===== config.mk =====
export PLATFORM = sky130hd
export DESIGN_NAME = phase_ctrl
export DESIGN_NICKNAME = d
export VERILOG_FILES = /design/src/verilog/core_pkg.sv /design/src/verilog/phase_ctrl.sv
export VERILOG_INCLUDE_DIRS = /design/src /design/src/include
export SDC_FILE = /design/constraint.sdc
export NUM_CORES = 1
export LEC_CHECK = 0
export BUFFER_PORTS_ARGS = -buffer_cell sky130_fd_sc_hd__buf_4
export CORE_MARGIN = 1
export CORE_UTILIZATION = 40
export DETAILED_ROUTE_END_ITERATION = 7
export PLACE_DENSITY = 0.71
export REMOVE_ABC_BUFFERS = 1
export SYNTH_ARGS = -nofsm -noshare
export SYNTH_HDL_FRONTEND = slang
export SYNTH_SLANG_ARGS = --single-unit

===== constraint.sdc =====
create_clock -name clk -period 4.24 [get_ports clk]
set_clock_uncertainty 0.1 [all_clocks]
set_input_delay 0.424 -clock clk [delete_from_list [all_inputs] [get_ports clk]]
set_output_delay 0.424 -clock clk [all_outputs]
set_load 0.05 [all_outputs]

===== src/include/core_consts.svh =====
// opcode, funct3 and reset constants shared by the core blocks and the testbench
`ifndef CORE_CONSTS_SVH
`define CORE_CONSTS_SVH

// major opcodes, instr[6:2]
`define OPCODE_LUI        5'b01101
`define OPCODE_AUIPC      5'b00101
`define OPCODE_OP_IMM     5'b00100
`define OPCODE_OP         5'b01100
`define OPCODE_OP_IMM32   5'b00110
`define OPCODE_JAL        5'b11011
`define OPCODE_JALR       5'b11001
`define OPCODE_BRANCH     5'b11000

// integer ALU funct3
`define FUNCT3_ADD_SUB    3'b000
`define FUNCT3_SLL        3'b001
`define FUNCT3_SLT        3'b010
`define FUNCT3_SLTU       3'b011
`define FUNCT3_XOR        3'b100
`define FUNCT3_SRL_SRA    3'b101
`define FUNCT3_OR         3'b110
`define FUNCT3_AND        3'b111

// branch funct3
`define FUNCT3_BEQ        3'b000
`define FUNCT3_BNE        3'b001
`define FUNCT3_BLT        3'b100
`define FUNCT3_BGE        3'b101
`define FUNCT3_BLTU       3'b110
`define FUNCT3_BGEU       3'b111

`define RESET_PC          64'h0000_0000_0000_0000
`define NUM_REGS          32

`endif


===== src/verilog/core_pkg.sv =====
// common types of the multi-cycle core, imported by the RTL blocks and the testbench
package core_pkg;

  typedef logic [63:0] xlen_t;
  typedef logic [63:0] addr_t;
  typedef logic [31:0] inst_t;
  typedef logic [4:0]  reg_idx_t;

  // one instruction walks through these in order
  typedef enum logic [2:0] {
    PH_FETCH_SETUP,
    PH_FETCH_ACCESS,
    PH_DECODE,
    PH_EXECUTE,
    PH_WRITEBACK
  } phase_e;

  typedef struct packed {
    logic [4:0] opcode;
    logic [2:0] funct3;
    logic [6:0] funct7;
    reg_idx_t   rd;
    xlen_t      op1;
    xlen_t      op2;
    xlen_t      t1;
  } dec_s;

  typedef struct packed {
    logic  rd_wen;
    xlen_t rd_data;
    logic  pc_jmp;
    addr_t pc_jmpaddr;
  } exe_res_s;

  typedef struct packed {
    addr_t    pc;
    inst_t    inst;
    reg_idx_t rd;
    logic     rd_wen;
    xlen_t    rd_data;
  } retire_s;

endpackage


===== src/verilog/phase_ctrl.sv =====
// instruction-cycle FSM and PC register, steps each instruction through its five phases
`timescale 1ns/1ns

`include "core_consts.svh"

module phase_ctrl import core_pkg::*; (
  input  logic   clk,
  input  logic   rst_n_i,
  input  logic   fetch_done_i,
  input  logic   pc_jmp_i,
  input  addr_t  pc_jmpaddr_i,
  output phase_e phase_o,
  output addr_t  pc_o
);

  phase_e phase_q;
  phase_e phase_d;
  addr_t  pc_q;

  always_comb begin
    phase_d = phase_q;
    case (phase_q)
      PH_FETCH_SETUP:  phase_d = PH_FETCH_ACCESS;
      // wait states from the memory stretch this phase
      PH_FETCH_ACCESS: if (fetch_done_i) phase_d = PH_DECODE;
      PH_DECODE:       phase_d = PH_EXECUTE;
      PH_EXECUTE:      phase_d = PH_WRITEBACK;
      PH_WRITEBACK:    phase_d = PH_FETCH_SETUP;
      default:         phase_d = PH_FETCH_SETUP;
    endcase
  end

  always_ff @(posedge clk or negedge rst_n_i) begin
    if (!rst_n_i) begin
      phase_q <= PH_FETCH_SETUP;
      pc_q    <= `RESET_PC;
    end else begin
      phase_q <= phase_d;
      // jump result was registered at the end of execute
      if (phase_q == PH_WRITEBACK) begin
        pc_q <= pc_jmp_i ? pc_jmpaddr_i : pc_q + addr_t'(4);
      end
    end
  end

  assign phase_o = phase_q;
  assign pc_o    = pc_q;

endmodule


* Word level (Yosys, flattened, before mapping)
Cells that the tools add are included.
** Word-level totals
- Bits in registers :: 67
- Output and inout port bits :: 67
- Logic and storage cells :: 12
** Cells by class
- Add/subtract/negate cells :: 1
- Equal/unequal tests :: 5
- Mux-type cells :: 3
- Reductions and logical operators :: 1
** Operator list (count)
- $add A64 B3 Y64 const B :: 1
- $mux W64 :: 1
- $pmux W3 S4 :: 1
- $eq A3 B2 Y1 const B :: 2
- $eq A3 B1 Y1 const B :: 1
- $eq A3 B3 Y1 const B :: 1
- $logic_not A3 Y1 :: 1
- $mux W3 :: 1
- $ne A2 B2 Y1 const B :: 1

* Depth between registers and ports, before layout
- Word-level depth :: 2
- Gate-level depth with buffers :: 8

* Least setup slack after synthesis
OpenSTA, ideal clock, no wires.
- Kind :: reg2reg
- Start point :: reg pc_q[6] (netlist: pc_o[6])
- End point :: reg pc_q[62] (netlist: pc_o[62])
- Library setup time :: 0.130 ns
- Arrival :: 2.360 ns
- Setup slack :: 1.650 ns
- Cell stages (with the launch flop) :: 7
- Path buffers :: 0
- Period minus slack after synthesis :: 2.590 ns
- Cells stage by stage :: dfrtp_1 > nand4_2 > nor4_4 > nand2_2 > or4_4 > nor4_1 > nor3_1
** On the way
- Longest elaborated chain between the ends :: 2
** Ends and longest elaborated chain
- from (decl) :: RTL line phase_ctrl.sv:18 : addr_t pc_q;
- from (signal assigned) :: RTL line phase_ctrl.sv:36 : pc_q <= `RESET_PC;
- from (signal assigned) :: RTL line phase_ctrl.sv:41 : pc_q <= pc_jmp_i ? pc_jmpaddr_i : pc_q + addr_t'(4);
- $add A64 B3 Y64 :: RTL line phase_ctrl.sv:41
- $mux W64 :: RTL line phase_ctrl.sv:41
No other way between the ends.
A chain may end at the register's enable or synchronous reset.

* Worst setup path after layout
- Start point :: reg pc_q[10] (netlist: pc_o[10])
- End point :: reg pc_q[56] (netlist: pc_o[56])
Same word-level chain as after synthesis.

==> reports/results.tsv <==
metric	value	unit
status	complete, no violations	
yosysWarnings	0	
ctsHoldBuffers	0	
synth_edf_count	0	
seq_area_frac_synth	0.396	
hold_class	in2async	
final_area	5520	um2
cts_resized	0	
setup-tns-final	0	ns
hold_viol	0	
numPortBuffers	134	
syn_area	4230	um2
maxCapViolations	0	
synth_cells	524	
drcViolationCount	0	
rrSetupSlack	1.43	ns
overflow	0	
core	10300	um2
synth_cell_types	53	
dieArea	11000	um2
syn2layout_area_growth	30.3	%
min_period	2.81	ns
antenna_found_initial	0	
grt_pass1_vias	4272	
worst-path-max-fanout	8	
cp.arrival	2.95	ns
clk_root_buffer_cell	clkbuf_8	
leakagePower	2.32	nW
crit_type	reg2reg	
fmax	356	MHz
grt_usage	0.239	
tritoncts	built	
total_power	4.29	mW
fp-row-count	37	
cts_buffers	9	
boundaryPins	135	
power_density	778	nW/um2
grt_pass1_wl	21.2	mm
slew_headroom	0.314	
drt_pass1_iterations	7	
die_width	105	um
place_area	5290	um2
cts.sinks	67	
num_antenna_cells	0	
routabilityCongestion	0.790	
yosys_register_bits	67	
rsz0062_at_grt	no	
die_h	105	um
dp_hpwl	9.20	mm
critPathRequiredTime	4.38	ns
cts_buffer_depth	2	
wl	13.2	mm
grt_max_degree	85	
initial_core_util	0.412	
drive_gt1_frac	0.273	
post_cts_buffers	0	
critPathLaunchType	flop	
fin_crit_sh	0.662	
h-tree-depth	3	
synth_flop_cell	dfrtp_1	
clkTransAtPathRegs	0.08	ns
nets	704	
maxSlewViolCount	0	
drt-initial-drc-count	266	
clock_latency	0.35	ns
num_vias	4583	
async_flop_share	1.00	
viasPerCell	5.91	
worst_slew_pin_slew	1.03	ns
endpoint_kind	flop	
postRouteAntennaNets	0	
wire_per_inst	17.0	um
peakVddDrop	0.465	mV
syn_avg_cell_area	8.08	um2
setup_viol	0	
## cell families after synthesis
logic type | Yosys count | share of synthesized area
flops | 67 | 0.396
mux | 7 | 0.0174
compound gates | 196 | 0.286
buf+inv | 53 | 0.0476
simple gates | 200 | 0.250
fa+ha+maj | 1 | 0.00295
## per-stage QoR
step / instances / util / hold slack (ns) / setup WS [ns]
floorplan: 488 / - / 0.0284 / 1.37
global placement: 760 / 0.515 / 0.393 / 1.58
detailed placement: 760 / 0.515 / 0.407 / 1.49
CTS: 776 / 0.537 / 0.124 / 1.48
global route: 776 / 0.537 / 0.158 / 1.24
finish: 776 / 0.537 / 0.0750 / 1.43
## final timing paths
check / depth (start not counted) / from / end
worst max-delay path: 6 / pc_o[10] / pc_o[56]
worst min-delay path: 1 / rst_n_i / pc_o[47]
worst max register to register: 6 / pc_o[10] / pc_o[56]
worst min register to register: 1 / pc_o[1] / pc_o[1]
max in group asynchronous: 1 / rst_n_i / pc_o[30]
min in group clk: 2 / pc_jmpaddr_i[1] / pc_o[1]
## layout by cell type (no fill, tap or decap), types with 5 or more instances in the layout
| cell type | instances |
|---|---|
| buf_4 | 136 |
| a21oi_1 | 68 |
| dfrtp_1 | 67 |
| o21ai_0 | 48 |
| nand2_1 | 43 |
| nor2_1 | 41 |
| nand3_1 | 31 |
| inv_1 | 16 |
| nor3_1 | 16 |
| o22ai_1 | 15 |
| nand4_1 | 14 |
| nor4_1 | 14 |
| and3_1 | 10 |
| clkbuf_8 | 10 |
| o21a_1 | 7 |
| a31o_2 | 6 |
| or3_1 | 6 |
| o22a_1 | 6 |
| a32oi_1 | 5 |
| a22oi_1 | 5 |
| a311oi_1 | 5 |
| a31oi_1 | 5 |
## layout make-up
type / count / area, um2
Fill cell: 1004 / 4760
Multi-Input combinational cell: 404 / 2360
Sequential cell: 67 / 1680
Timing Repair Buffer: 136 / 1020
Tap cell: 136 / 170
Clock buffer: 10 / 138
Clock inverter: 6 / 88.8
Inverter: 17 / 63.8
## where the power goes
group | internal (mW) | switching (mW) | leakage, nW
Clock | 0.347 | 0.269 | 0.108
Sequential | 0.933 | 0.427 | 0.789
Combinational | 0.700 | 1.62 | 1.42
Total | 1.98 | 2.31 | 2.32
## synth_stat cells, types with 2 or more instances
master | count | area [um2]
a21o_1 | 3 | 22.5
a21oi_1 | 68 | 340
a22oi_1 | 5 | 37.5
a2bb2oi_1 | 4 | 35.0
a311oi_1 | 5 | 43.8
a31o_2 | 6 | 52.6
a31oi_1 | 5 | 31.3
a32o_1 | 2 | 20.0
a32oi_1 | 5 | 43.8
and2_1 | 4 | 25.0
and3_1 | 10 | 62.6
and4_1 | 3 | 26.3
buf_1 | 4 | 15.0
buf_2 | 2 | 10.0
clkbuf_1 | 30 | 113
dfrtp_1 | 67 | 1680
inv_1 | 16 | 60.1
mux2_2 | 3 | 33.8
mux2i_1 | 4 | 40.0
nand2_1 | 44 | 165
nand3_1 | 31 | 155
nand4_1 | 14 | 87.6
nand4_2 | 2 | 25.0
nor2_1 | 41 | 154
nor3_1 | 16 | 80.1
nor4_1 | 14 | 87.6
nor4_4 | 2 | 42.5
o21a_1 | 7 | 52.6
o21ai_0 | 48 | 240
o22a_1 | 6 | 52.6
o22ai_1 | 15 | 93.8
o2bb2ai_1 | 3 | 26.3
o31a_1 | 3 | 26.3
o31ai_1 | 2 | 15.0
o32ai_1 | 3 | 26.3
or2_2 | 3 | 18.8
or3_1 | 6 | 37.5
or4_1 | 3 | 22.5
## worst max-delay path, cell delays in order, from the launching register on
cell and delay [ns]:
dfrtp_1 0.49, nand4_4 0.22, nor4_4 0.56, nand4_1 0.46
nor2_1 0.46, a32oi_1 0.17, o22a_1 0.22
## registers in the layout, indices dropped and copies added, names as in the netlist
name	cells
pc_o	64
phase_o	3
## per-layer routing
layer / global-route usage / vias to the layer above / part of all wire
met5: 0 / - / 0
met1: 0.317 / 2181 / 0.44
met3: 0.0268 / 21 / 0.054
met2: 0.403 / 171 / 0.49
li1: - / 2210 / -
met4: 0.0875 / 0 / 0.019
Note: power is estimated with default switching activity, not from simulation.
