[config.mk]
export PLATFORM = sky130hd
export DESIGN_NAME = exe_stage
export DESIGN_NICKNAME = d
export VERILOG_FILES = /design/src/verilog/core_pkg.sv /design/src/verilog/exe_stage.sv
export VERILOG_INCLUDE_DIRS = /design/src /design/src/include
export SDC_FILE = /design/constraint.sdc
export NUM_CORES = 1
export LEC_CHECK = 0
export BUFFER_PORTS_ARGS = -buffer_cell sky130_fd_sc_hd__buf_2
export CAP_MARGIN = 20
export CELL_PAD_IN_SITES_DETAIL_PLACEMENT = 2
export CELL_PAD_IN_SITES_GLOBAL_PLACEMENT = 2
export CORE_MARGIN = 4
export CORE_UTILIZATION = 34
export DETAILED_ROUTE_END_ITERATION = 16
export PLACE_DENSITY_LB_ADDON = 0.1
export SYNTH_ARGS = -nofsm -noshare
export SYNTH_HDL_FRONTEND = slang
export SYNTH_SLANG_ARGS = --single-unit
[constraint.sdc]
create_clock -name clk -period 13.4 [get_ports clk]
set_clock_uncertainty 0.2 [all_clocks]
set_input_delay 1.34 -clock clk [delete_from_list [all_inputs] [get_ports clk]]
set_output_delay 1.34 -clock clk [all_outputs]
set_load 0.005 [all_outputs]
[src/include/core_consts.svh]
// opcode, funct3 and reset constants shared by the core blocks and the testbench
`ifndef CORE_CONSTS_SVH
`define CORE_CONSTS_SVH

// major opcodes, instr[6:2]
`define OPCODE_LUI        5'b01101
`define OPCODE_AUIPC      5'b00101
`define OPCODE_OP_IMM     5'b00100
`define OPCODE_OP         5'b01100
`define OPCODE_OP_IMM32   5'b00110
`define OPCODE_JAL        5'b11011
`define OPCODE_JALR       5'b11001
`define OPCODE_BRANCH     5'b11000

// integer ALU funct3
`define FUNCT3_ADD_SUB    3'b000
`define FUNCT3_SLL        3'b001
`define FUNCT3_SLT        3'b010
`define FUNCT3_SLTU       3'b011
`define FUNCT3_XOR        3'b100
`define FUNCT3_SRL_SRA    3'b101
`define FUNCT3_OR         3'b110
`define FUNCT3_AND        3'b111

// branch funct3
`define FUNCT3_BEQ        3'b000
`define FUNCT3_BNE        3'b001
`define FUNCT3_BLT        3'b100
`define FUNCT3_BGE        3'b101
`define FUNCT3_BLTU       3'b110
`define FUNCT3_BGEU       3'b111

`define RESET_PC          64'h0000_0000_0000_0000
`define NUM_REGS          32

`endif

[src/verilog/core_pkg.sv]
// common types of the multi-cycle core, imported by the RTL blocks and the testbench
package core_pkg;

  typedef logic [63:0] xlen_t;
  typedef logic [63:0] addr_t;
  typedef logic [31:0] inst_t;
  typedef logic [4:0]  reg_idx_t;

  // one instruction walks through these in order
  typedef enum logic [2:0] {
    PH_FETCH_SETUP,
    PH_FETCH_ACCESS,
    PH_DECODE,
    PH_EXECUTE,
    PH_WRITEBACK
  } phase_e;

  typedef struct packed {
    logic [4:0] opcode;
    logic [2:0] funct3;
    logic [6:0] funct7;
    reg_idx_t   rd;
    xlen_t      op1;
    xlen_t      op2;
    xlen_t      t1;
  } dec_s;

  typedef struct packed {
    logic  rd_wen;
    xlen_t rd_data;
    logic  pc_jmp;
    addr_t pc_jmpaddr;
  } exe_res_s;

  typedef struct packed {
    addr_t    pc;
    inst_t    inst;
    reg_idx_t rd;
    logic     rd_wen;
    xlen_t    rd_data;
  } retire_s;

endpackage

[src/verilog/exe_stage.sv]
// execute stage, ALU result and write enable during execute, registered jump decision for the PC
`timescale 1ns/1ns

`include "core_consts.svh"

module exe_stage import core_pkg::*; (
  input  logic     clk,
  input  logic     rst_n_i,
  input  phase_e   phase_i,
  input  dec_s     dec_i,
  output exe_res_s res_o
);

  logic        ex_active;
  logic        rd_wen;
  xlen_t       rd_data;
  logic        jmp_d;
  addr_t       jmpaddr_d;
  logic        pc_jmp_q;
  addr_t       pc_jmpaddr_q;
  logic [31:0] sum_w;

  assign ex_active = (phase_i == PH_EXECUTE);

  // shared by OP and OP-IMM, only OP can subtract
  function automatic xlen_t alu(input logic [2:0] funct3, input logic alt,
                                input logic sub_ok, input xlen_t a, input xlen_t b);
    logic [5:0] shamt;
    xlen_t      y;
    shamt = b[5:0];
    y     = '0;
    case (funct3)
      `FUNCT3_ADD_SUB: y = (sub_ok && alt) ? a - b : a + b;
      `FUNCT3_SLL:     y = a << shamt;
      `FUNCT3_SLT:     y = xlen_t'($signed(a) < $signed(b));
      `FUNCT3_SLTU:    y = xlen_t'(a < b);
      `FUNCT3_XOR:     y = a ^ b;
      `FUNCT3_SRL_SRA: y = alt ? xlen_t'($signed(a) >>> shamt) : a >> shamt;
      `FUNCT3_OR:      y = a | b;
      `FUNCT3_AND:     y = a & b;
      default:         y = '0;
    endcase
    return y;
  endfunction

  function automatic logic br_cond(input logic [2:0] funct3, input xlen_t a, input xlen_t b);
    case (funct3)
      `FUNCT3_BEQ:  return a == b;
      `FUNCT3_BNE:  return a != b;
      `FUNCT3_BLT:  return $signed(a) < $signed(b);
      `FUNCT3_BGE:  return $signed(a) >= $signed(b);
      `FUNCT3_BLTU: return a < b;
      `FUNCT3_BGEU: return a >= b;
      default:      return 1'b0;
    endcase
  endfunction

  assign sum_w = dec_i.op1[31:0] + dec_i.op2[31:0];

  // all zero outside execute
  always_comb begin
    rd_wen    = 1'b0;
    rd_data   = '0;
    jmp_d     = 1'b0;
    jmpaddr_d = '0;
    if (ex_active) begin
      case (dec_i.opcode)
        `OPCODE_LUI, `OPCODE_AUIPC: begin
          rd_wen  = 1'b1;
          rd_data = dec_i.op1 + dec_i.op2;
        end
        `OPCODE_OP_IMM: begin
          rd_wen  = 1'b1;
          rd_data = alu(dec_i.funct3, dec_i.funct7[5], 1'b0, dec_i.op1, dec_i.op2);
        end
        `OPCODE_OP: begin
          rd_wen  = 1'b1;
          rd_data = alu(dec_i.funct3, dec_i.funct7[5], 1'b1, dec_i.op1, dec_i.op2);
        end
        `OPCODE_OP_IMM32: begin
          // addiw only, other W forms retire without a write
          if (dec_i.funct3 == `FUNCT3_ADD_SUB) begin
            rd_wen  = 1'b1;
            rd_data = {{32{sum_w[31]}}, sum_w};
          end
        end
        `OPCODE_JAL: begin
          rd_wen    = 1'b1;
          rd_data   = dec_i.op1;
          jmp_d     = 1'b1;
          jmpaddr_d = dec_i.op2;
        end
        `OPCODE_JALR: begin
          rd_wen    = 1'b1;
          rd_data   = dec_i.t1;
          jmp_d     = 1'b1;
          jmpaddr_d = (dec_i.op1 + dec_i.op2) & ~addr_t'(1);
        end
        `OPCODE_BRANCH: begin
          jmp_d     = br_cond(dec_i.funct3, dec_i.op1, dec_i.op2);
          jmpaddr_d = dec_i.t1;
        end
        default: ;
      endcase
    end
  end

  // captured on the closing edge of execute, consumed in writeback
  always_ff @(posedge clk or negedge rst_n_i) begin
    if (!rst_n_i) begin
      pc_jmp_q     <= 1'b0;
      pc_jmpaddr_q <= '0;
    end else begin
      pc_jmp_q     <= jmp_d;
      pc_jmpaddr_q <= jmpaddr_d;
    end
  end

  assign res_o = '{rd_wen: rd_wen, rd_data: rd_data,
                   pc_jmp: pc_jmp_q, pc_jmpaddr: pc_jmpaddr_q};

endmodule

After elaboration in Yosys (flattened, before gate mapping)
Index checks and enable logic that the tools add are counted.

Register bits after elaboration: 65. Input port bits: 217. Output and inout bits: 130.

$add $sub $neg: 3. Order comparisons: 4. Equality and inequality tests: 18. Shift-type cells: 3. Mux-type cells: 15. Bitwise gates (word level): 3. Reduce and logical (&&, ||, !) cells: 4.

Operators with widths (count): one-hot mux 64 bit (8 select lines) (2); one-hot mux 64 bit (6 select lines) (1); two-way mux 64 bit (5); one-hot mux 64 bit (3 select lines) (1); >= comparator 64 bit (2); less-than comparator 64 bit (2); adder 64 bit (1); bitwise AND 64 bit (1); equality test 64 bit (1); != test 64 bit (1); bitwise OR 64 bit (1); left shift 64 x 6 -> 64 bit (1); right shift 64 x 6 -> 64 bit (1); >>> shifter 64 x 6 -> 64 bit (1); subtractor 64 bit (1); bitwise XOR 64 bit (1); adder 32 bit (1); equality test 5 x 3 -> 1 bit, second input constant (3); equality test 5 bit, second input constant (3); equality test 3 bit, second input constant (4); equality test 5 x 4 -> 1 bit, second input constant (2); equality test 3 x 2 -> 1 bit, second input constant (3); one-hot mux 1 bit (6 select lines) (1); OR reduction 6 bit (1); 5 further kinds (9).

Logic depth before layout (Yosys ltp)
Depth after elaboration: 5. Depth in mapped cells: 20. Depth with buffers taken out: 15.

Worst setup path after synthesis
No wires, ideal clock.

Kind: input port to output port. Start: in dec_i[68] (netlist name). End: out res_o[126] (netlist name). Arrival: 5236 ps. Slack: 6624 ps. Stages on the path: 17. Cells stage by stage: inv_1 > buf_1 > buf_1 > clkbuf_1 > ha_1 > buf_2 > nor2_1 > o311ai_1 > a311oi_2 > a21oi_1 > a2111oi_2 > o21ai_1 > a211oi_2 > a21oi_1 > a221o_1 > xnor2_1 > o211ai_1.

RTL lines: from (decl) (RTL line exe_stage.sv:10) `input dec_s dec_i,`; to (decl) (RTL line exe_stage.sv:11) `output exe_res_s res_o`.

==> impl_metrics.yaml <==
die:
  start_util_pct: 34.4
  fp-row-count: 100
  die_w_um: 283
  dieArea_mm2: 0.0799
  pin_count: 347
  die_h_um: 283
  core_mm2: 0.0746
place:
  port_buffers: 335
  place_inst: 4760
  gp_congestion: 1.04
  hpwl_um: 144000
global_route:
  track_usage_pct: 45.0
  grt_first_pass_wirelength_um: 263000
  antenna_found_initial: 11
  grt_pass1_vias: 35100
  gr-total-overflow: 0
  grt_max_degree: 122
timing:
  worstMarginPinSlew_ns: 1.22
  rsz0062_at_grt: "no"
  report.final.hold_viol_count: 0
  drv_slew: 0
  fin_crit_ns: 8.96
  finalCritPeriodShare_pct: 66.9
  slew_headroom_pct: 17.9
  fin_setup_tns_ns: 0
  timing.fmax_mhz: 112
  finalSetupViolCount: 0
route:
  drc: 0
  wl_per_cell_um: 38.8
  viasPerCell: 7.21
  drtPass1Iterations: 7
  postRouteAntennaNets: 0
  wl_um: 186000
  first_iter_violations: 4802
  num_vias: 34500
layout:
  ff_latch_area_mm2: 0.00163
  multiInputGateArea_mm2: 0.0219
  layout-drive-gt1-share_pct: 17.3
  utilization_pct: 37.8
  layout_common_cells: "nor2_1, nand2_1, a21oi_1, buf_2, o21ai_0"
  nets: 4217
  fillers: 9053
  area_delta_synth_final_pct: 9.75
  layout_commonest_cell: "nor2_1"
  finalNonFillerCells: 4783
cts:
  cts_resized: 0
  cts_tree: "yes"
  htreeDepth: 3
  cts_setup_buffers: 0
  clockBufferDepth: 2
  ctsRootBufferMaster: "clkbuf_16"
  cts_buffers: 9
  cts.reportedPaths.clkPinSlew_ns: 0.10
  cts_hold_buf: 0
  cts.sinks: 65
synth:
  ys_ff_latch: 65
  synthCells: 3715
  syn_nets: 4127
  synthArstFlopShare_pct: 100
  synthDistinctLibCells: 108
  synth_edf_count: 0
  ys_warn_count: 0
  syn_area_per_cell_um2: 6.91
  ys_seq_area_share_pct: 6.34
  ys.flop_type: "dfrtp_1"
  netlist_area_mm2: 0.0257
worst_setup_path:
  required_ns: 11.86
  startpoint_type: "input port"
  cp_common_cell: "nor2_1"
  crit_arrival_ns: 7.42
  path_cells: "buf_4, clkinv_2, ha_1, nor2_1, a2111o_2, a2111oi_4, o2111ai_2, a31oi_4, nand4_1, nor2_1, nor2_1, xnor2_1, a2111oi_0, nor3_1, buf_2"
  worst-setup-path-type: "input port to output port"
  cpPeakStageDelay_ns: 0.85
  cp_slowest_cell: "clkinv_2"
  worstSetupEndpointType: "output port"
  crit_fanout: 66
pwr:
  static-leakage-power_nw: 11.7
  powerDensity_mw_per_mm2: 65.5
  ir_drop_mv: 0.0500
flow_run:
  max-cap-violations: 0
min_path:
  hold_class: "input port to async pin"
run_status:
  outcome: "complete, no violations"
## routing by layer
layer	wire length, um	track usage (%)	vias up
li1	-	-	14000
met1	69900	54.0	17400
met2	81000	70.7	2334
met3	17200	10.4	738
met4	17600	33.2	8
met5	46	0	-
## synthesized netlist by cell type, types with 8 or more instances
cell type	instances	area, um^2
mux2_2	26	293
o31a_1	12	105
xnor2_1	91	797
a21boi_0	8	60.1
o21ai_0	296	1480
and2_1	18	113
buf_1	54	203
nor2b_1	18	113
a311oi_1	11	96.3
o21a_1	14	105
nor4_1	21	131
mux2i_1	139	1390
o22ai_1	32	200
nand3_1	56	280
clkbuf_1	215	807
a221o_1	27	270
and3_1	16	100
o311ai_0	10	87.6
a21o_1	27	203
nand2_1	412	1550
a221oi_1	37	324
a22oi_1	40	300
nor3_1	72	360
a21oi_1	380	1900
or2_2	12	75.1
o221ai_1	41	359
o31ai_1	28	210
nor2_1	451	1690
nand4_1	34	213
nand2b_1	19	119
inv_1	198	743
o211ai_1	44	330
or3_1	10	62.6
ha_1	193	2410
o21bai_1	49	368
a31oi_1	41	257
a211oi_1	70	526
o21ai_1	12	60.1
buf_2	48	240
mux4_2	115	2590
dfrtp_1	65	1630
a222oi_1	68	681
buf_4	15	113
## critical path: cells and delay by family
kind	cells	cell delay, ns
AO/OA/AOI/OAI	5	2.10
buffers and inverters	3	1.62
AND/OR/NAND/NOR	5	1.07
adder cells (fa/ha/maj)	1	0.80
XOR/XNOR	1	0.45
## per-stage QoR
| step | hold slack, ns | instance area [um^2] | setup slack, ns | total power, mW |
|---|---|---|---|---|
| after floorplan | 0.844 | 25700 | 6.62 | 0.967 |
| after global placement | 1.02 | 27800 | 4.13 | 1.44 |
| after detailed placement | 1.03 | 27800 | 4.65 | 1.47 |
| after CTS | 0.588 | 28100 | 4.66 | 1.78 |
| after global routing | 0.595 | 28100 | 4.30 | 1.90 |
| final | 0.578 | 28200 | 4.44 | 1.84 |
## final cells by class
class	instances	share of cell area, %
clock inverters	6	0.262
multi-input cells	3103	77.7
clock buffers	10	0.849
inverters	210	2.80
well taps	969	4.31
diodes	4	0.0356
flip-flops and latches	65	5.78
repair buffers	416	8.25
## worst paths after layout
kind | start | end | slack, ns | cells after the start
setup / recovery | dec_i[67] | res_o[107] | 4.44 | 15
max in group asynchronous | rst_n_i | pc_jmpaddr_q[12]$_DFF_PN0_ | 11.28 | 2
hold / removal | rst_n_i | pc_jmpaddr_q[61]$_DFF_PN0_ | 0.58 | 1
min in group clk | dec_i[34] | pc_jmpaddr_q[34]$_DFF_PN0_ | 1.00 | 3
## kinds of logic after synthesis
family | Yosys count | synth area share, %
AO/OA/AOI/OAI | 1359 | 35.6
XOR/XNOR | 100 | 3.47
adder cells (fa/ha/maj) | 195 | 9.57
buffers and inverters | 547 | 8.60
flip-flops | 65 | 6.34
multiplexers | 280 | 16.7
AND/OR/NAND/NOR | 1169 | 19.8
## flip-flops by register name, indices dropped and copies added, names as in the netlist
| register | count |
|---|---|
| pc_jmpaddr_q | 64 |
| pc_jmp_q | 1 |
## power breakdown
group	switching [mW]	internal [mW]
logic	0.942	0.397
registers	0.000104	0.196
clock network	0.155	0.153
(Power assumes the default switching activity.)
