[src/include/core_consts.svh]
// opcode, funct3 and reset constants shared by the core blocks and the testbench
`ifndef CORE_CONSTS_SVH
`define CORE_CONSTS_SVH

// major opcodes, instr[6:2]
`define OPCODE_LUI        5'b01101
`define OPCODE_AUIPC      5'b00101
`define OPCODE_OP_IMM     5'b00100
`define OPCODE_OP         5'b01100
`define OPCODE_OP_IMM32   5'b00110
`define OPCODE_JAL        5'b11011
`define OPCODE_JALR       5'b11001
`define OPCODE_BRANCH     5'b11000

// integer ALU funct3
`define FUNCT3_ADD_SUB    3'b000
`define FUNCT3_SLL        3'b001
`define FUNCT3_SLT        3'b010
`define FUNCT3_SLTU       3'b011
`define FUNCT3_XOR        3'b100
`define FUNCT3_SRL_SRA    3'b101
`define FUNCT3_OR         3'b110
`define FUNCT3_AND        3'b111

// branch funct3
`define FUNCT3_BEQ        3'b000
`define FUNCT3_BNE        3'b001
`define FUNCT3_BLT        3'b100
`define FUNCT3_BGE        3'b101
`define FUNCT3_BLTU       3'b110
`define FUNCT3_BGEU       3'b111

`define RESET_PC          64'h0000_0000_0000_0000
`define NUM_REGS          32

`endif

[src/verilog/core_pkg.sv]
// common types of the multi-cycle core, imported by the RTL blocks and the testbench
package core_pkg;

  typedef logic [63:0] xlen_t;
  typedef logic [63:0] addr_t;
  typedef logic [31:0] inst_t;
  typedef logic [4:0]  reg_idx_t;

  // one instruction walks through these in order
  typedef enum logic [2:0] {
    PH_FETCH_SETUP,
    PH_FETCH_ACCESS,
    PH_DECODE,
    PH_EXECUTE,
    PH_WRITEBACK
  } phase_e;

  typedef struct packed {
    logic [4:0] opcode;
    logic [2:0] funct3;
    logic [6:0] funct7;
    reg_idx_t   rd;
    xlen_t      op1;
    xlen_t      op2;
    xlen_t      t1;
  } dec_s;

  typedef struct packed {
    logic  rd_wen;
    xlen_t rd_data;
    logic  pc_jmp;
    addr_t pc_jmpaddr;
  } exe_res_s;

  typedef struct packed {
    addr_t    pc;
    inst_t    inst;
    reg_idx_t rd;
    logic     rd_wen;
    xlen_t    rd_data;
  } retire_s;

endpackage

[src/verilog/ifetch_apb.sv]
// read-only APB requester, fetches the instruction word at the current PC for the decoder
`timescale 1ns/1ns

module ifetch_apb import core_pkg::*; (
  input  logic   clk,
  input  logic   rst_n_i,
  input  phase_e phase_i,
  input  addr_t  pc_i,

  output logic   psel_o,
  output logic   penable_o,
  output addr_t  paddr_o,
  input  inst_t  prdata_i,
  input  logic   pready_i,

  output logic   fetch_done_o,
  output inst_t  inst_o
);

  logic  in_setup;
  logic  in_access;
  inst_t inst_q;

  assign in_setup  = (phase_i == PH_FETCH_SETUP);
  assign in_access = (phase_i == PH_FETCH_ACCESS);

  // bus follows the phase directly, access is held until pready
  assign psel_o    = in_setup | in_access;
  assign penable_o = in_access;
  assign paddr_o   = pc_i;

  assign fetch_done_o = in_access & pready_i;

  // instruction stays put until the next completed transfer
  always_ff @(posedge clk or negedge rst_n_i) begin
    if (!rst_n_i) begin
      inst_q <= '0;
    end else if (fetch_done_o) begin
      inst_q <= prdata_i;
    end
  end

  assign inst_o = inst_q;

endmodule

[config.mk]
export PLATFORM = sky130hd
export DESIGN_NAME = ifetch_apb
export DESIGN_NICKNAME = d
export VERILOG_FILES = /design/src/include/core_consts.svh /design/src/verilog/core_pkg.sv /design/src/verilog/ifetch_apb.sv
export SDC_FILE = /design/constraint.sdc
export NUM_CORES = 1
export LEC_CHECK = 0
export BUFFER_PORTS_ARGS = -buffer_cell sky130_fd_sc_hd__buf_4
export CAP_MARGIN = 40
export CORE_MARGIN = 2
export CORE_UTILIZATION = 31
export DETAILED_ROUTE_END_ITERATION = 10
export GPL_TIMING_DRIVEN = 1
export PLACE_DENSITY = 0.82
export SYNTH_ARGS = -nofsm -noshare
export SYNTH_HDL_FRONTEND = slang
export SYNTH_SLANG_ARGS = --single-unit
export TNS_END_PERCENT = 20
[constraint.sdc]
create_clock -name clk -period 1 [get_ports clk]
set_clock_uncertainty 0.2 [all_clocks]
set_input_delay 0.1 -clock clk [delete_from_list [all_inputs] [get_ports clk]]
set_output_delay 0.1 -clock clk [all_outputs]
set_load 0.01 [all_outputs]
After elaboration in Yosys (flattened, before gate mapping)
Index checks and enable logic that the tools add are counted.
{"block": "word_totals", "mem_count": 0, "word_cells": 5, "romBits": 0, "out_inout_bits": 99, "register_bits": 32, "ramBits": 0, "latchBits": 0, "inputBits": 102}
{"block": "classes", "n_bitwise": 2, "reduce_logical": 1, "muxes": 0, "shifts": 0, "div_mod_pow": 0, "eq_ne": 1, "magnitude_cmp": 0, "mul": 0, "add_sub_neg": 0}
{"cell": "equality test 3 x 1 -> 1 bit (second input constant)", "count": 1}
{"cell": "zero test 3 bit", "count": 1}
{"cell": "bitwise AND 1 bit", "count": 1}
{"cell": "bitwise OR 1 bit", "count": 1}

Longest topological paths before layout
Gate-level depths: netlist of the first run.
{"block": "depth", "word_depth": 2, "depth_mapped": 4, "mapped_depth_nobuf": 2}

Worst setup path after synthesis of the first run
No wires, ideal clock.
{"block": "synth_path", "kind": "input -> register", "startpoint": "input phase_i[2]", "endpoint": "register inst_q[18], in the netlist inst_o[18]", "setup_slack_ns": -0.324, "arrival_time_ns": 0.999, "n_path_buf": 2, "t_required_ns": 0.675, "path_stages": 4, "setup_time_ns": 0.125, "path_cell_list": "nor4bb_1 > buf_4 > buf_12 > mux2_4"}
{"block": "synth_between", "elab_chain_cells": 2}
{"item": "from (decl)", "line_no": "ifetch_apb.sv:7", "rtl": "input phase_e phase_i,"}
{"item": "equality test 3 x 1 -> 1 bit", "line_no": "ifetch_apb.sv:25", "rtl": "assign in_access = (phase_i == PH_FETCH_ACCESS);"}
{"item": "bitwise AND 1 bit", "line_no": "ifetch_apb.sv:32", "rtl": "assign fetch_done_o = in_access & pready_i;"}
{"item": "via fetch_done_o", "line_no": "ifetch_apb.sv:16", "rtl": "output logic fetch_done_o,"}
{"item": "to (signal assigned)", "line_no": "ifetch_apb.sv:39", "rtl": "inst_q <= prdata_i;"}
{"item": "to (decl)", "line_no": "ifetch_apb.sv:22", "rtl": "inst_t inst_q;"}
The timed path passes the listed nets, and every way through them passes these cells.
A chain may end at the register's enable or synchronous reset.

Worst setup path in the final report of the first run
{"block": "layout_path", "startpoint": "input phase_i[2]", "endpoint": "register inst_q[19], in the netlist inst_o[19]"}
{"block": "layout_between", "elab_chain_cells": 2}
{"item": "equality test 3 x 1 -> 1 bit", "line_no": "ifetch_apb.sv:25"}
{"item": "bitwise AND 1 bit", "line_no": "ifetch_apb.sv:32"}
No other way between the ends.

==> flow_metrics.env, run 1 <==
export IMPL_max_slew_worst_pin_slew_ps=383
export IMPL_final_net_count=260
export IMPL_design_area_um2=2330
export IMPL_drv_slew=0
export IMPL_post_synth_fa_ha_maj_area_fraction_pct=0
export IMPL_numCtsBuffers=5
export IMPL_critPathSlowestCell="nor4bb_4"
export IMPL_postCtsHoldBufs=1
export IMPL_yosys_area_top_type_share_pct=43.5
export IMPL_dpl_cell_area_um2=1980
export IMPL_area_growth_synth_to_final_pct=26.5
export IMPL_critical_path_class="in -> reg"
export IMPL_post_synth_main_area_contributors="dfrtp_1, buf_4, mux2_4, buf_12, mux2_2"
export IMPL_initialDrtViolationCount=18
export IMPL_post_synth_top_area_cell="dfrtp_1"
export IMPL_starting_density_pct=31.6
export IMPL_crit_family="buffers and inverters"
export IMPL_aggregate_global_routing_overflow=0
export IMPL_placement_rows=28
export IMPL_diodes=0
export IMPL_main_combinational_cell_family_by_area_after_synthesis="buffers and inverters"
export IMPL_timing_final_setup_violations=65
export IMPL_worst_setup_path_start_kind="input pin"
export IMPL_synthesis_instances=135
export IMPL_routed_via_count=982
export IMPL_grt_first_pass_wirelength_um=5200
export IMPL_grt_setup_unrepaired="yes"
export IMPL_synthXorXnorAreaFrac_pct=0
export IMPL_grt_pass1_vias=1028
export IMPL_fin_cells=233
export IMPL_power_density_nw_per_um2=1780
export IMPL_max_vdd_ir_drop_v=0.000808
export IMPL_post_drt_via_cell_ratio=4.21
export IMPL_run_status="complete, but fails checks"
export IMPL_cap_viol_max_count=0
export IMPL_synth_nets=237
export IMPL_route_antenna_remaining_nets=0
export IMPL_coreArea_um2=5820
export IMPL_number_of_synthesized_flops_with_an_enable_pin=0
export IMPL_gp_congestion=0.711
export IMPL_critPathMaxStageDelay_ps=280
export IMPL_grt_max_degree=33
export IMPL_cp_common_cell="buf_8"
export IMPL_drc_errors=0
export IMPL_cts_max_path_buffers=2
export IMPL_fp_dieArea_um2=6570
export IMPL_slew_headroom_pct=74.4
export IMPL_drt_wirelength_per_cell_um=15.7
export IMPL_worstPathMaxFanout=8
export IMPL_port_buffer_count=72
export IMPL_ios=201
export IMPL_dpl_worst_slack_ps=-525
export IMPL_synth_compound_area_share_pct=0
export IMPL_whs_ps=-149
export IMPL_clk_pin_slew_ps=60
export IMPL_min_period_ps=1240
export IMPL_drive_gt1_share_pct=77.8
export IMPL_postSynthRegisterBits=32
export IMPL_critical_path_arrival_ps=1200
export IMPL_finish_utilization_pct=40.0
export IMPL_dp_hpwl_um=2660
export IMPL_sequence_of_cells_on_the_critical_path="buf_8 -> nor4bb_4 -> buf_4 -> buf_8 -> buf_6 -> mux2_4"
export IMPL_synth_cell_area_um2=1840
export IMPL_synth_most_common_cell="buf_4"
export IMPL_total_routing_resource_utilization_after_global_routing_pct=10.9
export IMPL_max_freq_mhz=807
export IMPL_grt_antenna_before_repair=0
export IMPL_firstDrtPassIters=5
export IMPL_synth_cell_type_count=8
export IMPL_postSynth_asyncResetShare_pct=100
export IMPL_dieWidth_um=81.0
export IMPL_count_of_synthesis_stage_warnings_from_yosys=0
export IMPL_crit_path_end_kind="flip-flop"
export IMPL_wirelength_um=3670
export IMPL_dieHeight_um=81.0
export IMPL_cp_buffers_inverters=4
export IMPL_cts_root_buffer="clkbuf_8"
export IMPL_clock_sink_count=32
export IMPL_largest_register_ff_count=32
export IMPL_synth_top_flop_cell="dfrtp_1"
export IMPL_hold_viol=32
export IMPL_placed_cells=218
export IMPL_synth_mux_area_share_pct=25.5
export IMPL_synth_top_cells_by_count="buf_4, dfrtp_1, mux2_4"
export IMPL_final_setup_worst_slack_ps=-239
export IMPL_power_total_uw=4130
export IMPL_yosysSeqAreaShare_pct=43.5
export IMPL_min_path_type="in -> reg"
export IMPL_worst_endpoint_required_ps=960
export IMPL_power_leakage_uw=0.00114
export IMPL_failing_checks="hold timing, setup timing"
export IMPL_post_synth_cell_area_avg_um2=13.6
export IMPL_min_period_over_period_pct=124
export IMPL_cts_tree="yes"
export IMPL_synth_simple_gate_area_share_pct=1.16
export IMPL_cts_htree_levels=2
export IMPL_skew_pair_late_insertion_delay_ps=270
layout make-up:
class | count | area [um2]
Fill cell | 535 | 3490
Tap cell | 75 | 93.8
Clock buffer | 6 | 72.6
Sequential cell | 32 | 801
Timing Repair Buffer | 84 | 832
Clock inverter | 1 | 5.00
Multi-Input combinational cell | 35 | 522
cell families after synthesis:
| kind of cell | Yosys count |
|---|---|
| buffers and inverters | 68 |
| flip-flops | 32 |
| multiplexers | 32 |
| AND/OR/NAND/NOR | 3 |
per-stage QoR:
stage | hold WS [ps] | setup TNS, ps
final | -149 | -9020
after global placement | -149 | -16020
after floorplan | -396 | -9960
after CTS | -160 | -9710
after global routing | -161 | -10880
after detailed placement | -142 | -16220
cell usage in the layout (no fill, tap or decap):
cell type      instances
buf_4                 40
buf_6                 39
mux2_4                32
dfrtp_1               32
clkbuf_8               5
buf_8                  2
nor3b_2                1
nor2_1                 1
nor4bb_4               1
clkbuf_1               1
clkinv_2               1
bufbuf_16              1
dlygate4sd3_1          1
buf_12                 1
what timing repair did:
item                                   CTS  global route
setup endpoints to repair               66            65
endpoints found under the hold margin   64            32
resized for setup                       46             1
setup buffers                            6             0
cloned                                   1             0
pin swaps                                1             1
worst paths after layout:
| path | start | to | slack [ps] | cells past startpoint |
|---|---|---|---|---|
| min reg2reg | inst_o[3] | inst_o[3] | 340 | 1 |
| max reg2reg | inst_o[10] | inst_o[10] | 10 | 1 |
| max in group asynchronous | rst_n_i | inst_o[26] | 220 | 2 |
| min in group asynchronous | rst_n_i | inst_o[11] | 100 | 2 |
| min | prdata_i[23] | inst_o[23] | -150 | 2 |
| max | phase_i[2] | inst_o[19] | -240 | 6 |
per-layer routing:
| metal | wire (um) | vias up | track usage [%] |
|---|---|---|---|
| li1 | - | 419 | - |
| met1 | 1170 | 467 | 10.5 |
| met2 | 1800 | 62 | 17.1 |
| met3 | 458 | 34 | 4.78 |
| met4 | 241 | 0 | 10.5 |
| met5 | 0 | - | 0 |
power breakdown:
group          switching, uW  internal (uW)
clock                    425            472
sequential               221           1580
combinational            415           1020
total                   1060           3070
Note: power is estimated with default switching activity, not from simulation.
==> run 2, diff against run 1 <==
Settings changed: CORE_ASPECT_RATIO set to 0.7.
Clock period 1 ns to 1.1 ns, I/O delays scaled along.
==> run 2 against run 1 <==
The flow finishes with violations (setup timing). Register-to-register slack improved by 90 ps. Setup slack better by 91 ps. Design area rose by 13%. Total power is 4.8% lower. First-iteration DRC count is 67% lower. Critical endpoint is now inst_o[5]. Largest power group unchanged.
==> flow_metrics.env, run 2 (same netlist as run 1, synthesis figures left out) <==
export IMPL_run_status="complete, but fails checks"
export IMPL_failing_checks="setup timing"
export IMPL_cts_tree="yes"
export IMPL_cts_htree_levels=2
export IMPL_total_routing_resource_utilization_after_global_routing_pct=11.0
export IMPL_grt_setup_unrepaired="yes"
export IMPL_ios=201
export IMPL_final_setup_worst_slack_ps=-148
export IMPL_max_vdd_ir_drop_v=0.000620
export IMPL_final_net_count=294
export IMPL_max_freq_mhz=801
export IMPL_fp_dieArea_um2=6580
export IMPL_finish_utilization_pct=45.9
export IMPL_placed_cells=222
export IMPL_whs_ps=20.0
export IMPL_firstDrtPassIters=2
export IMPL_crit_path_end_kind="flip-flop"
export IMPL_gp_congestion=0.613
export IMPL_area_growth_synth_to_final_pct=43.0
export IMPL_cts_max_path_buffers=2
export IMPL_port_buffer_count=72
export IMPL_ff_latch_area_um2=801
export IMPL_critical_path_arrival_ps=1210
export IMPL_drive_gt1_share_pct=65.3
export IMPL_critical_path_class="in -> reg"
export IMPL_placement_rows=23
export IMPL_routed_via_count=1109
export IMPL_coreArea_um2=5730
export IMPL_clk_pin_slew_ps=60
export IMPL_slew_headroom_pct=73.3
export IMPL_grt_pass1_vias=1115
export IMPL_min_path_type="in -> out"
export IMPL_multiInputGateArea_um2=505
export IMPL_power_leakage_uw=0.00127
export IMPL_drc_errors=0
export IMPL_power_density_nw_per_um2=1500
export IMPL_drt_wirelength_per_cell_um=13.3
export IMPL_fin_cells=268
export IMPL_aggregate_global_routing_overflow=0
export IMPL_cap_viol_max_count=0
export IMPL_worst_endpoint_required_ps=1060
export IMPL_worstPathMaxFanout=7
export IMPL_dieWidth_um=96.1
export IMPL_cts_root_buffer="clkbuf_8"
export IMPL_max_slew_worst_pin_slew_ps=400
export IMPL_drv_slew=0
export IMPL_grt_first_pass_wirelength_um=5310
export IMPL_min_period_ps=1250
export IMPL_totalNegativeSetupSlack_ps=-3110
export IMPL_grt_max_degree=33
export IMPL_final_fill_count=515
export IMPL_clock_sink_count=32
export IMPL_worst_setup_path_start_kind="input pin"
export IMPL_numCtsBuffers=5
export IMPL_commonest_non_fill_non_tap_cell_in_the_layout="buf_4"
export IMPL_post_drt_via_cell_ratio=4.14
export IMPL_commonest_cells_after_routing_fill_and_taps_aside="buf_4, dlygate4sd3_1, buf_6, dfrtp_1, mux2_4"
export IMPL_min_period_over_period_pct=113
export IMPL_timing_final_setup_violations=58
export IMPL_initialDrtViolationCount=6
export IMPL_starting_density_pct=32.1
export IMPL_wirelength_um=3550
export IMPL_dieHeight_um=68.4
export IMPL_diodes=0
export IMPL_hold_viol=0
export IMPL_grt_antenna_before_repair=0
export IMPL_dp_hpwl_um=2370
export IMPL_route_antenna_remaining_nets=0
export IMPL_skew_pair_late_insertion_delay_ps=270
export IMPL_largest_register_ff_count=32
[run 2: final timing paths]
kind,endpoint,start,slack [ps],cells past startpoint
min in group asynchronous,inst_o[19],rst_n_i,130,2
hold reg to reg,inst_o[1],inst_o[1],340,1
setup reg to reg,inst_o[3],inst_o[3],100,1
hold / removal,paddr_o[13],pc_i[13],20,0
setup / recovery,inst_o[5],phase_i[2],-150,6
max in group asynchronous,inst_o[13],rst_n_i,290,2
[run 2: cell type report]
| type | instances | share of cell area [%] |
|---|---|---|
| Multi-Input combinational cell | 35 | 19.2 |
| Sequential cell | 32 | 30.4 |
| Clock inverter | 2 | 0.381 |
| Timing Repair Buffer | 118 | 43.2 |
| Tap cell | 75 | 3.57 |
| Clock buffer | 6 | 3.14 |
[run 2: stage by stage]
step	setup WS (ps)	total power (uW)	area, um2
after floorplan	-234	2350	1840
after global placement	-407	2700	2030
after detailed placement	-430	2730	2030
after CTS	-153	4000	2620
after global routing	-196	4180	2630
final	-148	3940	2630
[run 2: report_power, final]
part	leakage [uW]	switching (uW)	internal [uW]
clock network	0.0000510	424	499
logic	0.000834	390	981
registers	0.000384	203	1440
[run 2: routing by layer]
metal	track usage (%)	vias up	share of wire, %
met2	16.9	83	48
met3	6.39	8	9.3
li1	-	491	-
met4	3.57	0	0.56
met5	0	-	0
met1	13.0	527	42
[run 2: repair_timing]
action / 4_1_cts / 5_1_grt
hold buffers: 33 / 0
endpoints found under the setup margin: 65 / 65
pin swaps: 1 / 1
gates resized for setup: 34 / 1
buffers inserted: 4 / 1
endpoints found under the hold margin: 64 / 0
[run 2: worst max-delay path: stages]
cell and delay, ps:
buf_8 100, nor4bb_4 290, buf_4 180, buf_12 110, buf_12 120, mux2_4 300
==> run 3, diff against run 2 <==
Settings changed: CORE_UTILIZATION 31 to 35, PLACE_DENSITY 0.82 to 0.87, SKIP_LAST_GASP set to 1.
Clock period 1.1 ns to 1.4 ns, I/O delays scaled along.
==> run 3 against run 2 <==
The run now ends clean. Non-clock buffer count fell by 7. Die area fell by 11%. Combinational power fell by 30%. Setup slack improved by 220 ps. First-iteration DRC count rose to 2.5 times the previous value. Global-route usage rose by 2.3 points. Largest cell class unchanged.
==> flow_metrics.env, run 3 (same netlist as run 1, synthesis figures left out) <==
export IMPL_run_status="complete, no violations"
export IMPL_seq_power_share_pct=44.2
export IMPL_power_switching_share_pct=26.0
export IMPL_post_drt_via_cell_ratio=4.21
export IMPL_numCtsBuffers=5
export IMPL_cp_common_cell="buf_4"
export IMPL_total_routing_resource_utilization_after_global_routing_pct=13.3
export IMPL_design_area_um2=2410
export IMPL_drc_errors=0
export IMPL_grt_pass1_vias=1183
export IMPL_max_freq_mhz=752
export IMPL_commonest_non_fill_non_tap_cell_in_the_layout="buf_4"
export IMPL_final_setup_worst_slack_ps=70.5
export IMPL_min_period_over_period_pct=95.0
export IMPL_worstReg2RegStart="inst_o[20]"
export IMPL_final_fill_count=443
export IMPL_clock_sink_count=32
export IMPL_cap_viol_max_count=0
export IMPL_crit_path_end_kind="output pin"
export IMPL_routed_via_count=1083
export IMPL_aggregate_global_routing_overflow=0
export IMPL_dpl_cell_area_um2=1990
export IMPL_starting_density_pct=35.7
export IMPL_hold_depth=0
export IMPL_multiInputGateArea_um2=505
export IMPL_worst_r2r_cell_count=1
export IMPL_sequence_of_cells_on_the_critical_path="buf_4 -> nor4bb_4 -> buf_6 -> buf_4"
export IMPL_worst_setup_path_start_kind="input pin"
export IMPL_fin_cells=257
export IMPL_hold_viol=0
export IMPL_drive_gt1_share_pct=63.2
export IMPL_cts_tree="yes"
export IMPL_max_vdd_ir_drop_v=0.000363
export IMPL_dieHeight_um=64.7
export IMPL_switchingPower_uw=742
export IMPL_commonest_cells_after_routing_fill_and_taps_aside="buf_4, dlygate4sd3_1, dfrtp_1, mux2_4, clkbuf_8"
export IMPL_min_path_type="in -> out"
export IMPL_cts_htree_levels=2
export IMPL_max_slew_worst_pin_slew_ps=395
export IMPL_port_buffer_count=72
export IMPL_drt_wirelength_per_cell_um=15.1
export IMPL_power_share_clock_pct=22.3
export IMPL_power_share_combinational_pct=33.5
export IMPL_timing_final_setup_violations=0
export IMPL_diodes=0
export IMPL_worst_r2r_endpoint="inst_o[20]"
export IMPL_initialDrtViolationCount=15
export IMPL_setup_worst_path_end="fetch_done_o"
export IMPL_cts_root_buffer="clkbuf_8"
export IMPL_gp_congestion=0.629
export IMPL_grt_setup_unrepaired="no"
export IMPL_ios=201
export IMPL_slew_headroom_pct=73.6
export IMPL_grt_first_pass_wirelength_um=6010
export IMPL_totalNegativeSetupSlack_ps=0
export IMPL_worstPathMaxFanout=14
export IMPL_cts_max_path_buffers=2
export IMPL_fp_dieArea_um2=5860
export IMPL_grt_max_degree=33
export IMPL_firstDrtPassIters=4
export IMPL_whs_ps=80.0
export IMPL_hold_path_startpoint="pc_i[12]"
export IMPL_skew_pair_late_insertion_delay_ps=270
export IMPL_final_net_count=287
export IMPL_route_antenna_remaining_nets=0
export IMPL_p_int_uw=2110
export IMPL_critical_path_arrival_ps=990
export IMPL_wirelength_um=3870
export IMPL_power_leakage_uw=0.00117
export IMPL_critical_path_class="in -> out"
export IMPL_min_period_ps=1330
export IMPL_largest_register_ff_count=32
export IMPL_dpl_worst_slack_ps=-178
export IMPL_ff_latch_area_um2=801
export IMPL_dieWidth_um=90.6
export IMPL_startpoint="phase_i[2]"
export IMPL_placed_cells=217
export IMPL_power_density_nw_per_um2=1180
export IMPL_worst_r2r_setup_slack_ps=410
export IMPL_worst_endpoint_required_ps=1060
export IMPL_critPathMaxStageDelay_ps=320
export IMPL_drv_slew=0
export IMPL_placement_rows=22
export IMPL_dp_hpwl_um=2220
export IMPL_coreArea_um2=5150
export IMPL_grt_antenna_before_repair=0
export IMPL_area_growth_synth_to_final_pct=30.8
export IMPL_critPathSlowestCell="nor4bb_4"
==> run 3: changes by cell type in the layout (fill, tap and decap cells not counted) <==
cell      previous run  this run
clkbuf_8             6         5
clkinv_2             2         1
buf_4               48        76
buf_6               33         1
buf_12               3         1
buf_8                1         0
clkbuf_1             0         1
==> run 3: routing by layer <==
metal	share of wire (%)	GRT usage, %
met1	39	14.2
met2	51	23.0
met3	7.8	4.65
met4	2.5	7.69
met5	0	0
==> run 3: power by group through the flow <==
stage                     registers (uW)  clock network, uW  logic (uW)
final                               1260                635         953
after global placement              1260                  0         854
after detailed placement            1260                  0         871
after CTS                           1250                666         948
after global routing                1280                711        1010
after floorplan                     1350                  0         498
==> run 3: area by class of cell <==
cell class / count / share of cell area [%]
Clock inverter: 1 / 0.208
Timing Repair Buffer: 111 / 38.7
Clock buffer: 6 / 3.02
Tap cell: 72 / 3.74
Sequential cell: 32 / 33.3
Multi-Input combinational cell: 35 / 21.0
==> run 3: metrics by stage <==
stage | utilization, % | power [uW]
3_5_place_dp | 38.7 | 2130
2_1_floorplan | - | 1850
3_3_place_gp | 38.7 | 2120
6_report | 46.7 | 2850
4_1_cts | 46.7 | 2870
5_1_grt | 46.7 | 3010
==> run 3: critical path: cells and delay by family <==
| family | cells | cell delay, ps |
|---|---|---|
| buf+inv | 3 | 530 |
| simple gates | 1 | 320 |
==> run 3: how the worst min path moves through the flow <==
stage | to | slack (ps)
floorplan | inst_o[0] | -360
global placement | inst_o[8] | -110
detailed placement | inst_o[9] | -100
CTS | paddr_o[10] | 80
global route | paddr_o[4] | 80
finish | paddr_o[12] | 80
==> run 3: what timing repair did <==
item,4_1_cts,5_1_grt
resized for setup,1,0
endpoints found under the hold margin,64,0
hold buffers,33,0
endpoints found under the setup margin,1,0
buffers inserted,0,0
